===== config.mk =====
export PLATFORM = sky130hd
export DESIGN_NAME = router_output_port
export DESIGN_NICKNAME = d
export VERILOG_FILES = /design/src/noc_flit_pkg.sv /design/src/round_robin_arbiter.sv /design/src/grant_hold_round_robin_arbiter.sv /design/src/flit_fifo.sv /design/src/output_port_allocator.sv /design/src/switch_traversal.sv /design/src/router_output_port.sv
export SDC_FILE = /design/constraint.sdc
export NUM_CORES = 1
export LEC_CHECK = 0
export ABC_AREA = 1
export BUFFER_PORTS_ARGS = -buffer_cell sky130_fd_sc_hd__buf_2
export CORE_MARGIN = 1
export CORE_UTILIZATION = 40
export DETAILED_ROUTE_END_ITERATION = 6
export PLACE_DENSITY = 0.65
export RECOVER_POWER = 100
export REMOVE_ABC_BUFFERS = 1
export SLEW_MARGIN = 20
export SYNTH_ARGS = -nofsm -noshare
export SYNTH_HDL_FRONTEND = slang
export SYNTH_SLANG_ARGS = --single-unit

===== constraint.sdc =====
create_clock -name clk -period 3.9 [get_ports clk]
set_input_delay 0.78 -clock clk [delete_from_list [all_inputs] [get_ports clk]]
set_output_delay 0.78 -clock clk [all_outputs]
set_load 0.02 [all_outputs]

===== src/noc_flit_pkg.sv =====
`default_nettype none

package noc_flit_pkg;

	// Every flit carries a type field on top of a fixed payload
	localparam int FLIT_TYPE_W = 2;
	localparam int PAYLOAD_W   = 32;

	// The type field sits in the two most significant bits of the flit
	localparam int FLIT_W = FLIT_TYPE_W + PAYLOAD_W;

	// One complete flit as it moves through buffers and links
	typedef logic [FLIT_W-1:0] flit_t;

	// Type field of a flit
	typedef logic [FLIT_TYPE_W-1:0] flit_type_t;

	// A HEAD flit opens a packet and claims the output until its TAIL passes
	localparam flit_type_t FLIT_HEAD = 2'd0;

	// BODY flits only appear between a HEAD and a TAIL
	localparam flit_type_t FLIT_BODY = 2'd1;

	// A TAIL flit closes the packet and frees the output for other inputs
	localparam flit_type_t FLIT_TAIL = 2'd2;

	// A one flit packet opens and closes in the same flit
	localparam flit_type_t FLIT_HEAD_TAIL = 2'd3;

endpackage

`default_nettype wire


===== src/round_robin_arbiter.sv =====
`timescale 1ns/10ps
`default_nettype none

module round_robin_arbiter #(
	parameter int NUM_PORTS = 4
) (
	input  wire                  clk,
	input  wire                  reset,
	input  wire                  update,
	input  wire [NUM_PORTS-1:0]  requests,
	output logic [NUM_PORTS-1:0] decision_oh
);

	// Pointer width still needs one bit when there is a single input
	localparam int PTR_W = (NUM_PORTS > 1) ? $clog2(NUM_PORTS) : 1;

	// Input that has the highest priority in the current cycle
	logic [PTR_W-1:0] pointer;

	// Index of the granted input, only meaningful when any_grant is set
	logic [PTR_W-1:0] winner;
	logic             any_grant;

	// Cyclic search that starts at the pointer and stops at the first request
	always_comb begin
		int idx;
		decision_oh = '0;
		winner      = '0;
		any_grant   = 1'b0;
		for (int i = 0; i < NUM_PORTS; i++) begin
			// Wrap the search index back to input 0 past the last input
			idx = int'(pointer) + i;
			if (idx >= NUM_PORTS) begin
				idx = idx - NUM_PORTS;
			end
			if (!any_grant && requests[idx]) begin
				decision_oh[idx] = 1'b1;
				winner           = PTR_W'(idx);
				any_grant        = 1'b1;
			end
		end
	end

	// The pointer only moves when the caller accepts the decision
	// The winner then drops to the lowest priority for the next round
	always_ff @(posedge clk or posedge reset) begin
		if (reset) begin
			pointer <= '0;
		end else if (update && any_grant) begin
			if (winner == PTR_W'(NUM_PORTS - 1)) begin
				pointer <= '0;
			end else begin
				pointer <= winner + 1'b1;
			end
		end
	end

	// A grant goes to one requesting input at most and never to an idle one
	assert property (@(posedge clk) disable iff (reset)
		$onehot0(decision_oh) && ((decision_oh & ~requests) == '0))
	else
		$error("round robin decision is not a single requesting input");

endmodule

`default_nettype wire


===== src/grant_hold_round_robin_arbiter.sv =====
`timescale 1ns/10ps
`default_nettype none

module grant_hold_round_robin_arbiter #(
	parameter int NUM_PORTS = 4
) (
	input  wire                  clk,
	input  wire                  reset,
	input  wire [NUM_PORTS-1:0]  requests,
	input  wire [NUM_PORTS-1:0]  hold_in,
	output logic [NUM_PORTS-1:0] decision_oh
);

	// Fresh decision of the rotating priority arbiter
	logic [NUM_PORTS-1:0] grant_arb;

	// Decision issued in the previous cycle
	logic [NUM_PORTS-1:0] last;

	// Previous winner that still asks to keep the output
	logic [NUM_PORTS-1:0] hold;
	logic                 any_hold;

	// Priority rotates only when a new winner is picked
	logic                 update;

	round_robin_arbiter #(
		.NUM_PORTS(NUM_PORTS)
	) i_round_robin_arbiter (
		.clk        (clk),
		.reset      (reset),
		.update     (update),
		.requests   (requests),
		.decision_oh(grant_arb)
	);

	// Last is one-hot or zero so hold carries at most the previous winner
	assign hold     = last & hold_in;
	assign any_hold = |hold;

	// A held input keeps the grant even when its buffer has run dry
	assign decision_oh = any_hold ? hold : grant_arb;

	// Rotating during a hold would skip inputs once the hold ends
	assign update = !any_hold && |(grant_arb & requests);

	always_ff @(posedge clk or posedge reset) begin
		if (reset) begin
			last <= '0;
		end else begin
			last <= decision_oh;
		end
	end

endmodule

`default_nettype wire


===== src/flit_fifo.sv =====
`timescale 1ns/10ps
`default_nettype none

module flit_fifo #(
	parameter int FIFO_DEPTH = 4
) (
	input  wire                 clk,
	input  wire                 reset,
	input  wire                 write,
	input  wire noc_flit_pkg::flit_t write_flit,
	input  wire                 pop,
	output noc_flit_pkg::flit_t head_flit,
	output logic                empty,
	output logic                full
);

	// Address width of the storage, one bit at least for a single entry
	localparam int ADDR_W = (FIFO_DEPTH > 1) ? $clog2(FIFO_DEPTH) : 1;

	// Occupancy has to reach FIFO_DEPTH itself
	localparam int CNT_W = $clog2(FIFO_DEPTH + 1);

	noc_flit_pkg::flit_t mem [FIFO_DEPTH];

	logic [ADDR_W-1:0] rd_ptr;
	logic [ADDR_W-1:0] wr_ptr;
	logic [CNT_W-1:0]  count;

	// Pointers step through the storage and wrap at the last entry
	function automatic logic [ADDR_W-1:0] next_ptr(input logic [ADDR_W-1:0] ptr);
		if (ptr == ADDR_W'(FIFO_DEPTH - 1)) begin
			return '0;
		end
		return ptr + 1'b1;
	endfunction

	// Storage is written at the edge and read combinationally at the head
	always_ff @(posedge clk) begin
		if (write) begin
			mem[wr_ptr] <= write_flit;
		end
	end

	always_ff @(posedge clk or posedge reset) begin
		if (reset) begin
			rd_ptr <= '0;
			wr_ptr <= '0;
			count  <= '0;
		end else begin
			if (write) begin
				wr_ptr <= next_ptr(wr_ptr);
			end
			if (pop) begin
				rd_ptr <= next_ptr(rd_ptr);
			end
			// A write and a pop together leave the occupancy unchanged
			case ({write, pop})
				2'b10:   count <= count + 1'b1;
				2'b01:   count <= count - 1'b1;
				default: count <= count;
			endcase
		end
	end

	// The oldest flit is visible one cycle after it was written
	assign head_flit = mem[rd_ptr];

	// Both levels come straight from the registered occupancy
	assign empty = (count == '0);
	assign full  = (count == CNT_W'(FIFO_DEPTH));

	// Senders have to respect the full level of this buffer
	assert property (@(posedge clk) disable iff (reset) write |-> !full)
	else
		$error("flit written into a full input buffer");

	// The allocator must only pop inputs that hold a flit
	assert property (@(posedge clk) disable iff (reset) pop |-> !empty)
	else
		$error("flit popped from an empty input buffer");

endmodule

`default_nettype wire


===== src/output_port_allocator.sv =====
`timescale 1ns/10ps
`default_nettype none

module output_port_allocator #(
	parameter int NUM_PORTS = 4
) (
	input  wire                              clk,
	input  wire                              reset,
	input  wire [NUM_PORTS-1:0]              empty,
	input  wire noc_flit_pkg::flit_type_t [NUM_PORTS-1:0] head_types,
	output logic [NUM_PORTS-1:0]             pop,
	output logic [NUM_PORTS-1:0]             grant
);

	// Every input with a flit at its head asks for the output
	logic [NUM_PORTS-1:0] requests;

	// Inputs whose packet has started but not yet ended
	logic [NUM_PORTS-1:0] open_pkt;

	assign requests = ~empty;

	// Open packets keep their grant so packets never interleave
	grant_hold_round_robin_arbiter #(
		.NUM_PORTS(NUM_PORTS)
	) i_grant_hold_round_robin_arbiter (
		.clk        (clk),
		.reset      (reset),
		.requests   (requests),
		.hold_in    (open_pkt),
		.decision_oh(grant)
	);

	// A held grant on an empty buffer gives no pop and the output idles
	assign pop = grant & ~empty;

	// Packet state follows the type of each flit that leaves its buffer
	always_ff @(posedge clk or posedge reset) begin
		if (reset) begin
			open_pkt <= '0;
		end else begin
			for (int i = 0; i < NUM_PORTS; i++) begin
				if (pop[i]) begin
					if (head_types[i] == noc_flit_pkg::FLIT_HEAD) begin
						open_pkt[i] <= 1'b1;
					end else if (head_types[i] == noc_flit_pkg::FLIT_TAIL) begin
						open_pkt[i] <= 1'b0;
					end
				end
			end
		end
	end

	// A packet in progress owns the output until its tail has gone
	assert property (@(posedge clk) disable iff (reset)
		(open_pkt != '0) |-> (grant == open_pkt))
	else
		$error("output granted away from an open packet");

	for (genvar g = 0; g < NUM_PORTS; g++) begin : g_pkt_check
		// Body and tail flits only make sense inside a packet that has opened
		assert property (@(posedge clk) disable iff (reset)
			(pop[g] && (head_types[g] == noc_flit_pkg::FLIT_BODY ||
				head_types[g] == noc_flit_pkg::FLIT_TAIL)) |-> open_pkt[g])
		else
			$error("body or tail flit on input %0d without a head", g);
	end

endmodule

`default_nettype wire


===== src/switch_traversal.sv =====
`timescale 1ns/10ps
`default_nettype none

module switch_traversal #(
	parameter int NUM_PORTS = 4
) (
	input  wire                              clk,
	input  wire                              reset,
	input  wire [NUM_PORTS-1:0]              pop,
	input  wire noc_flit_pkg::flit_t [NUM_PORTS-1:0] head_flits,
	output logic                             out_valid,
	output noc_flit_pkg::flit_t              out_flit
);

	// Head flit of whichever input leaves in this cycle
	noc_flit_pkg::flit_t sel_flit;
	logic                any_pop;

	assign any_pop = |pop;

	// AND-OR mux that relies on pop being one-hot
	always_comb begin
		sel_flit = '0;
		for (int i = 0; i < NUM_PORTS; i++) begin
			if (pop[i]) begin
				sel_flit = sel_flit | head_flits[i];
			end
		end
	end

	// Only out_valid tells the receiver whether the link carries a flit
	always_ff @(posedge clk or posedge reset) begin
		if (reset) begin
			out_valid <= 1'b0;
		end else begin
			out_valid <= any_pop;
		end
	end

	// The flit register holds its value while the link is idle
	always_ff @(posedge clk) begin
		if (any_pop) begin
			out_flit <= sel_flit;
		end
	end

	// Two inputs leaving together would merge their flits in the mux
	assert property (@(posedge clk) disable iff (reset) $onehot0(pop))
	else
		$error("more than one input popped onto the output link");

endmodule

`default_nettype wire


===== src/router_output_port.sv =====
`timescale 1ns/10ps
`default_nettype none

module router_output_port #(
	parameter int NUM_PORTS  = 4,
	parameter int FIFO_DEPTH = 4
) (
	input  wire                              clk,
	input  wire                              reset,
	input  wire [NUM_PORTS-1:0]              in_valid,
	input  wire noc_flit_pkg::flit_t [NUM_PORTS-1:0] in_flit,
	output logic [NUM_PORTS-1:0]             in_full,
	output logic                             out_valid,
	output noc_flit_pkg::flit_t              out_flit
);

	// Oldest flit of every input buffer
	noc_flit_pkg::flit_t [NUM_PORTS-1:0]      head_flits;

	// Type fields of those flits for the packet tracking
	noc_flit_pkg::flit_type_t [NUM_PORTS-1:0] head_types;

	logic [NUM_PORTS-1:0] empty;
	logic [NUM_PORTS-1:0] pop;

	// One buffer per input link
	for (genvar g = 0; g < NUM_PORTS; g++) begin : g_input
		flit_fifo #(
			.FIFO_DEPTH(FIFO_DEPTH)
		) i_flit_fifo (
			.clk       (clk),
			.reset     (reset),
			.write     (in_valid[g]),
			.write_flit(in_flit[g]),
			.pop       (pop[g]),
			.head_flit (head_flits[g]),
			.empty     (empty[g]),
			.full      (in_full[g])
		);

		// The type field is the top slice of each flit
		assign head_types[g] =
			head_flits[g][noc_flit_pkg::FLIT_W-1 -: noc_flit_pkg::FLIT_TYPE_W];
	end

	// Picks the input that owns the output and pops its head flit
	output_port_allocator #(
		.NUM_PORTS(NUM_PORTS)
	) i_output_port_allocator (
		.clk       (clk),
		.reset     (reset),
		.empty     (empty),
		.head_types(head_types),
		.pop       (pop),
		.grant     ()
	);

	// Moves the popped flit into the output register
	switch_traversal #(
		.NUM_PORTS(NUM_PORTS)
	) i_switch_traversal (
		.clk       (clk),
		.reset     (reset),
		.pop       (pop),
		.head_flits(head_flits),
		.out_valid (out_valid),
		.out_flit  (out_flit)
	);

endmodule

`default_nettype wire


# Yosys cells after proc, flatten, opt, wreduce, memory -nomap -nowiden
# Memory sizes are Yosys's and may differ from the RTL's.
# Index checks and enable logic that the tools add are counted.
# classes
n_eq_ne	25
bitwise	10
reduce_logical	36
n_mux	94
order_cmp	12
n_addsub	24
# op_table
op	n
$mux 34	4
$ge 32x1->1 const B	4
$lt 32x4->1 const B	4
$mux 32	4
$or 34x34->34	3
$ge 32x4->1 const B	3
$sub 32x4->32 const B	3
$mux 1	48
$mux 2	21
$eq 2x2->1 const B	17
$pmux 3 s2	4
$mux 4	5
$add 2x1->2 const B	9
$reduce_bool 2->1	8
$add 3x1->3 const B	4
$and 4x4->4	3
$eq 3x3->1 const B	4
$logic_not 3->1	4
$or 4x4->4	3
$reduce_or 4->1	3
$sub 3x1->3 const B	4
$logic_and 1x1->1	9
$bmux 1 s2	4
$demux 1 s2	4
other kinds (9)	22
# totals
mem_bits_rw	544
memories	4
wordCells	225
reg_bits	73
output_inout_bits	39
# memory_table
memory	depth	word_bits	rd	rd_ports_with_merged_regs	wr	line_no	rtl
g_input[0].i_flit_fifo.mem	4	34	1	0	1	flit_fifo.sv:23	noc_flit_pkg::flit_t mem [FIFO_DEPTH];
g_input[1].i_flit_fifo.mem	4	34	1	0	1	flit_fifo.sv:23	
g_input[2].i_flit_fifo.mem	4	34	1	0	1	flit_fifo.sv:23	
g_input[3].i_flit_fifo.mem	4	34	1	0	1	flit_fifo.sv:23	

# Depth between registers and ports, before layout
# logic_depth
ltp_word	24
depth_mapped	21
ltp_nobuf	19

# By module
# From an unflattened synthesis, not the netlist that was laid out.
# unflattened
hier_cells	2324
area_unflattened_um2	26701.9
# by_module_without_submodules
module	seq_area_each_um2	cells_per_inst	n_inst	area_per_inst_um2
flit_fifo	4259.1	450	4	5789.3
switch_traversal	1046.0	361	1	2451.1
round_robin_arbiter	50.0	93	1	635.6
output_port_allocator	100.1	41	1	259.0
grant_hold_round_robin_arbiter	100.1	29	1	198.9

# Worst setup path after synthesis
# No wires, ideal clock.
# synth_timing
path_kind	register -> register
start	reg i_output_port_allocator.i_grant_hold_round_robin_arbiter.i_round_robin_arbiter.pointer[1]
end	reg i_switch_traversal.out_flit[0], enable pin
stages_incl_launch_ff	14
setup_time_ns	0.659
synth_period_minus_slack_ns	3.447
setup_slack_ns	0.453
arrival_ns	2.788
path_buffers	0
required_ns	3.241
cell_sequence	dfrtp_1 -> inv_1 -> ha_1 -> inv_1 -> nand3_1 -> nand2_2 -> nand3_1 -> nand2_1 -> inv_1 -> nand3_1 -> nand2_1 -> nand2_1 -> nand2_1 -> nand4_1
# synth_via
elab_chain_cells	18
# synth_rtl
element	line_no	rtl
start, declared	round_robin_arbiter.sv:18	logic [PTR_W-1:0] pointer;
start signal, assigned	round_robin_arbiter.sv:53	pointer <= winner + 1'b1;
branches (longest 14 deep; another with $sub 32x4->32)	-	
$mux 4 (*)	round_robin_arbiter.sv:36	if (!any_grant && requests[idx]) begin
$mux 4 (*)	grant_hold_round_robin_arbiter.sv:42	assign decision_oh = any_hold ? hold : grant_arb;
$and 4x4->4 (*)	output_port_allocator.sv:35	assign pop = grant & ~empty;
$reduce_or 4->1 (*)	switch_traversal.sv:19	assign any_pop = |pop;
net i_switch_traversal.any_pop	switch_traversal.sv:17	logic any_pop;
end signal, assigned	switch_traversal.sv:43	out_flit <= sel_flit;
end, declared	switch_traversal.sv:12	output noc_flit_pkg::flit_t out_flit
# Mark *: on every way through the listed nets, which the timed path passes. The select of a mux whose other input is x is not followed.
# A chain may end at the register's enable or synchronous reset.

==> metrics.md <==
| Metric | Value |
|---|---|
| Final Hold Violating Endpoints | `0` |
| P_leak | `9.50 nW` |
| Synth top cells by count | `edfxtp_1, o21ai_0, nor2_1` |
| Failing checks | `max-capacitance violations, max-slew violations` |
| Die height | `250 um` |
| Clk Latency, worst-skew pair | `0.64 ns` |
| Worst hold path depth | `1` |
| Final WS setup | `0.491 ns` |
| First-pass GRT wire length | `93700 um` |
| Post-DP HPWL | `41300 um` |
| First drt pass iteration count | `5` |
| CP endpoint kind | `flip-flop` |
| Synthesized area | `24700 sq um` |
| Reg2reg setup slack | `0.49 ns` |
| Final setup skew | `0.0382 ns` |
| Final ANT Viol Nets | `0` |
| Period utilization | `87.4%` |
| Port buffer count | `180` |
| Core Box Area | `60600 sq um` |
| Routed via count | `15900` |
| Most common cell in the netlist | `edfxtp_1` |
| Min-Delay Path Class | `primary input to flip-flop` |
| Main synth FF type | `edfxtp_1` |
| DP Worst Slack | `0.499 ns` |
| Async SR Flop Fraction | `6.32%` |
| Peak supply drop | `419 uV` |
| Share of layout cells above drive strength 1 | `7.53%` |
| Final hold slack | `0.384 ns` |
| Max Cap Viol | `15` |
| Max-slew headroom | `-60.6%` |
| Overall die width | `250 um` |
| Final setup fails | `0` |
| Crit-path leading delay family | `adder cells` |
| Routed met3 length | `6450 um` |
| Met2 Wirelength | `30600 um` |
| PwrDens | `854 nW/um^2` |
| Number of nets in the layout | `2223` |
| Hold_sp | `in_flit[112]` |
| Startpoint Class | `flip-flop` |
| Area Overhead vs Synth | `13.9%` |
| CTS tree | `yes` |
| Worst Setup Path Type | `flip-flop to flip-flop` |
| Synth area leaders | `edfxtp_1, o21ai_0, nor2_1, dfrtp_1, o22ai_1` |
| RSZ-0062 raised after global routing | `no` |
| R2R cell count | `13` |
| Critical-path top delay cell | `dfrtp_1` |
| Final Routed Wirelength | `64700 um` |
| Drc violations | `0` |
| Starting density of the core | `40.7%` |
| Hold buffers post-CTS | `0` |
| Synth top area share | `70.4%` |
| CP max stage delay | `0.65 ns` |
| Clk sinks | `617` |
| Clk slew on worst S/H paths | `0.06 ns` |
| Peak fanout along the critical path | `12` |
| Req. time, crit path | `4.41 ns` |
| Cell variety after synth | `30` |
| Top routing layer used | `met5` |
| Synth warn | `0` |
| Seq/Total Area, Yosys | `74.4%` |
| Gr usage total | `20.2%` |
| Worst-Margin Slew | `2.41 ns` |
| DR WL/cell | `22.4 um` |
| Pin count of the biggest net entering global routing | `71` |
| DRT met1 WL | `25000 um` |
| IO Pins | `181` |
| Buf/Inv on CP | `2` |
| Slew Limit Fails | `530` |
| Worst path arrival time | `3.91 ns` |
| CTS H-Tree Depth | `2` |
| Syn_area_per_cell | `13.1 sq um` |
| Initial DRC count | `1646` |
| Syn Inst Count | `1877` |
| Placer Congestion | `0.851` |
| Critical-path cell list | `inv_4, ha_1, o21ai_1, nand4_1, nand3_1, nand2_1, a21boi_0, ha_1, inv_1, fa_1, a21oi_1, o21ai_0, xor2_1` |
| CTS root buf | `clkbuf_16` |
| Post-synth EDFFs | `578` |
| Top cell by count, worst path | `ha_1` |
| Post-CTS sizing | `0` |
| Synth Register Bits | `617` |
| Die footprint | `62600 sq um` |
| Vias in the first global route | `15200` |
| Total grt overflow | `0` |
| Worst r2r dst | `g_input[2].i_flit_fifo.count[2]$_DFFE_PP0P_` |
| Max Clock Freq | `293 MHz` |
| Setup Buffers After CTS | `0` |
| Row cnt | `90` |
| Area leader, netlist | `edfxtp_1` |
| Initial antenna violation count | `17` |
| CTS Buf Count | `61` |
| Vias/cell | `5.49` |
| Status | `finished, violations left` |
| Max Buffers Root-to-Sink | `3` |
| Hold EP | `g_input[3].i_flit_fifo.mem[2][10]$_DFFE_PP_` |
| Clock period minus worst slack | `3.41 ns` |
worst max path at each step:
stage / start / endpoint / slack, ns / depth (start not counted)
global route: flip-flop / g_input[2].i_flit_fifo.count[2]$_DFFE_PP0P_ / 0.06 / 16
CTS: flip-flop / g_input[1].i_flit_fifo.count[2]$_DFFE_PP0P_ / 0.50 / 18
global placement: flip-flop / g_input[1].i_flit_fifo.count[2]$_DFFE_PP0P_ / 0.54 / 18
floorplan: flip-flop / i_switch_traversal.out_flit[0]$_DFFE_PP_ / -0.09 / 13
finish: flip-flop / g_input[2].i_flit_fifo.count[2]$_DFFE_PP0P_ / 0.49 / 13
detailed placement: flip-flop / g_input[1].i_flit_fifo.count[2]$_DFFE_PP0P_ / 0.50 / 18
placed cells by master (no fill, tap or decap), types with 6 or more instances in the layout:
cell | netlist | final
edfxtp_1 | 578 | 578
o21ai_0 | 300 | 300
nor2_1 | 277 | 277
clkbuf_1 | 90 | 193
nand2_1 | 148 | 152
o22ai_1 | 136 | 136
nand3_1 | 85 | 86
clkbuf_16 | 0 | 62
inv_1 | 61 | 57
nand4_1 | 43 | 43
dfrtp_1 | 39 | 35
ha_1 | 31 | 31
buf_4 | 4 | 18
clkinv_1 | 1 | 15
clkinv_2 | 0 | 14
nand2_2 | 16 | 12
diode_2 | 0 | 9
a21oi_1 | 8 | 8
nor3_1 | 8 | 8
nand3_2 | 7 | 6
bufinv_16 | 0 | 6
sequential cells by signal, summed over array words and instances (netlist names), named ones only:
| register | count |
|---|---|
| g_input.i_flit_fifo.count | 12 |
| i_output_port_allocator.open_pkt | 4 |
| g_input.i_flit_fifo.wr_ptr | 8 |
| i_switch_traversal.out_flit | 34 |
| i_switch_traversal.out_valid | 1 |
| g_input.i_flit_fifo.mem | 544 |
| g_input.i_flit_fifo.rd_ptr | 8 |
power by group:
part / leakage (nW) / total, W / switching (W) / internal [W]
registers: 5.81 / 0.00983 / 0.000634 / 0.00920
logic: 2.69 / 0.00824 / 0.00618 / 0.00206
clock network: 0.997 / 0.00591 / 0.00251 / 0.00340
total: 9.50 / 0.0240 / 0.00932 / 0.0147
layer usage:
layer,vias to the layer above,track usage [%]
met2,660,31.0
li1,7263,-
met5,-,0
met3,123,5.39
met4,20,9.45
met1,7809,26.7
worst register-to-register path, cell delays in order (launching register included):
cell      delay [ns]
dfrtp_1         0.65
inv_4           0.11
ha_1            0.41
o21ai_1         0.42
nand4_1         0.16
nand3_1         0.13
nand2_1         0.10
a21boi_0        0.27
ha_1            0.20
inv_1           0.06
fa_1            0.37
a21oi_1         0.14
o21ai_0         0.11
xor2_1          0.16
kinds of logic after synthesis:
family,after synthesis,synth area share [%]
adders and majority gates,35,1.90
DFF,617,74.4
xor gates and xnor gates,10,0.355
AOI/OAI and AO/OA,448,9.90
buffers and inverters,172,2.94
and+or+nand+nor,595,10.5
area by class of cell:
| class | instances | area, sq um |
|---|---|---|
| Fill cell | 5343 | 32500 |
| Antenna cell | 9 | 22.5 |
| Multi-Input combinational cell | 1088 | 5560 |
| Tap cell | 782 | 978 |
| Sequential cell | 617 | 18300 |
| Clock buffer | 73 | 1630 |
| Inverter | 65 | 251 |
| Timing Repair Buffer | 213 | 893 |
| Clock inverter | 43 | 417 |
stage by stage:
step / util, % / setup TNS (ns) / area [sq um] / instances / power, W
2_1_floorplan: - / -2.91 / 24200 / 1770 / 0.0147
3_3_place_gp: 43.4 / 0 / 26300 / 2765 / 0.0180
3_5_place_dp: 43.4 / 0 / 26300 / 2765 / 0.0182
4_1_cts: 46.8 / 0 / 28400 / 2881 / 0.0241
5_1_grt: 46.3 / 0 / 28100 / 2885 / 0.0252
6_report: 46.4 / 0 / 28100 / 2890 / 0.0240
Note: power is estimated with default switching activity, not from simulation.
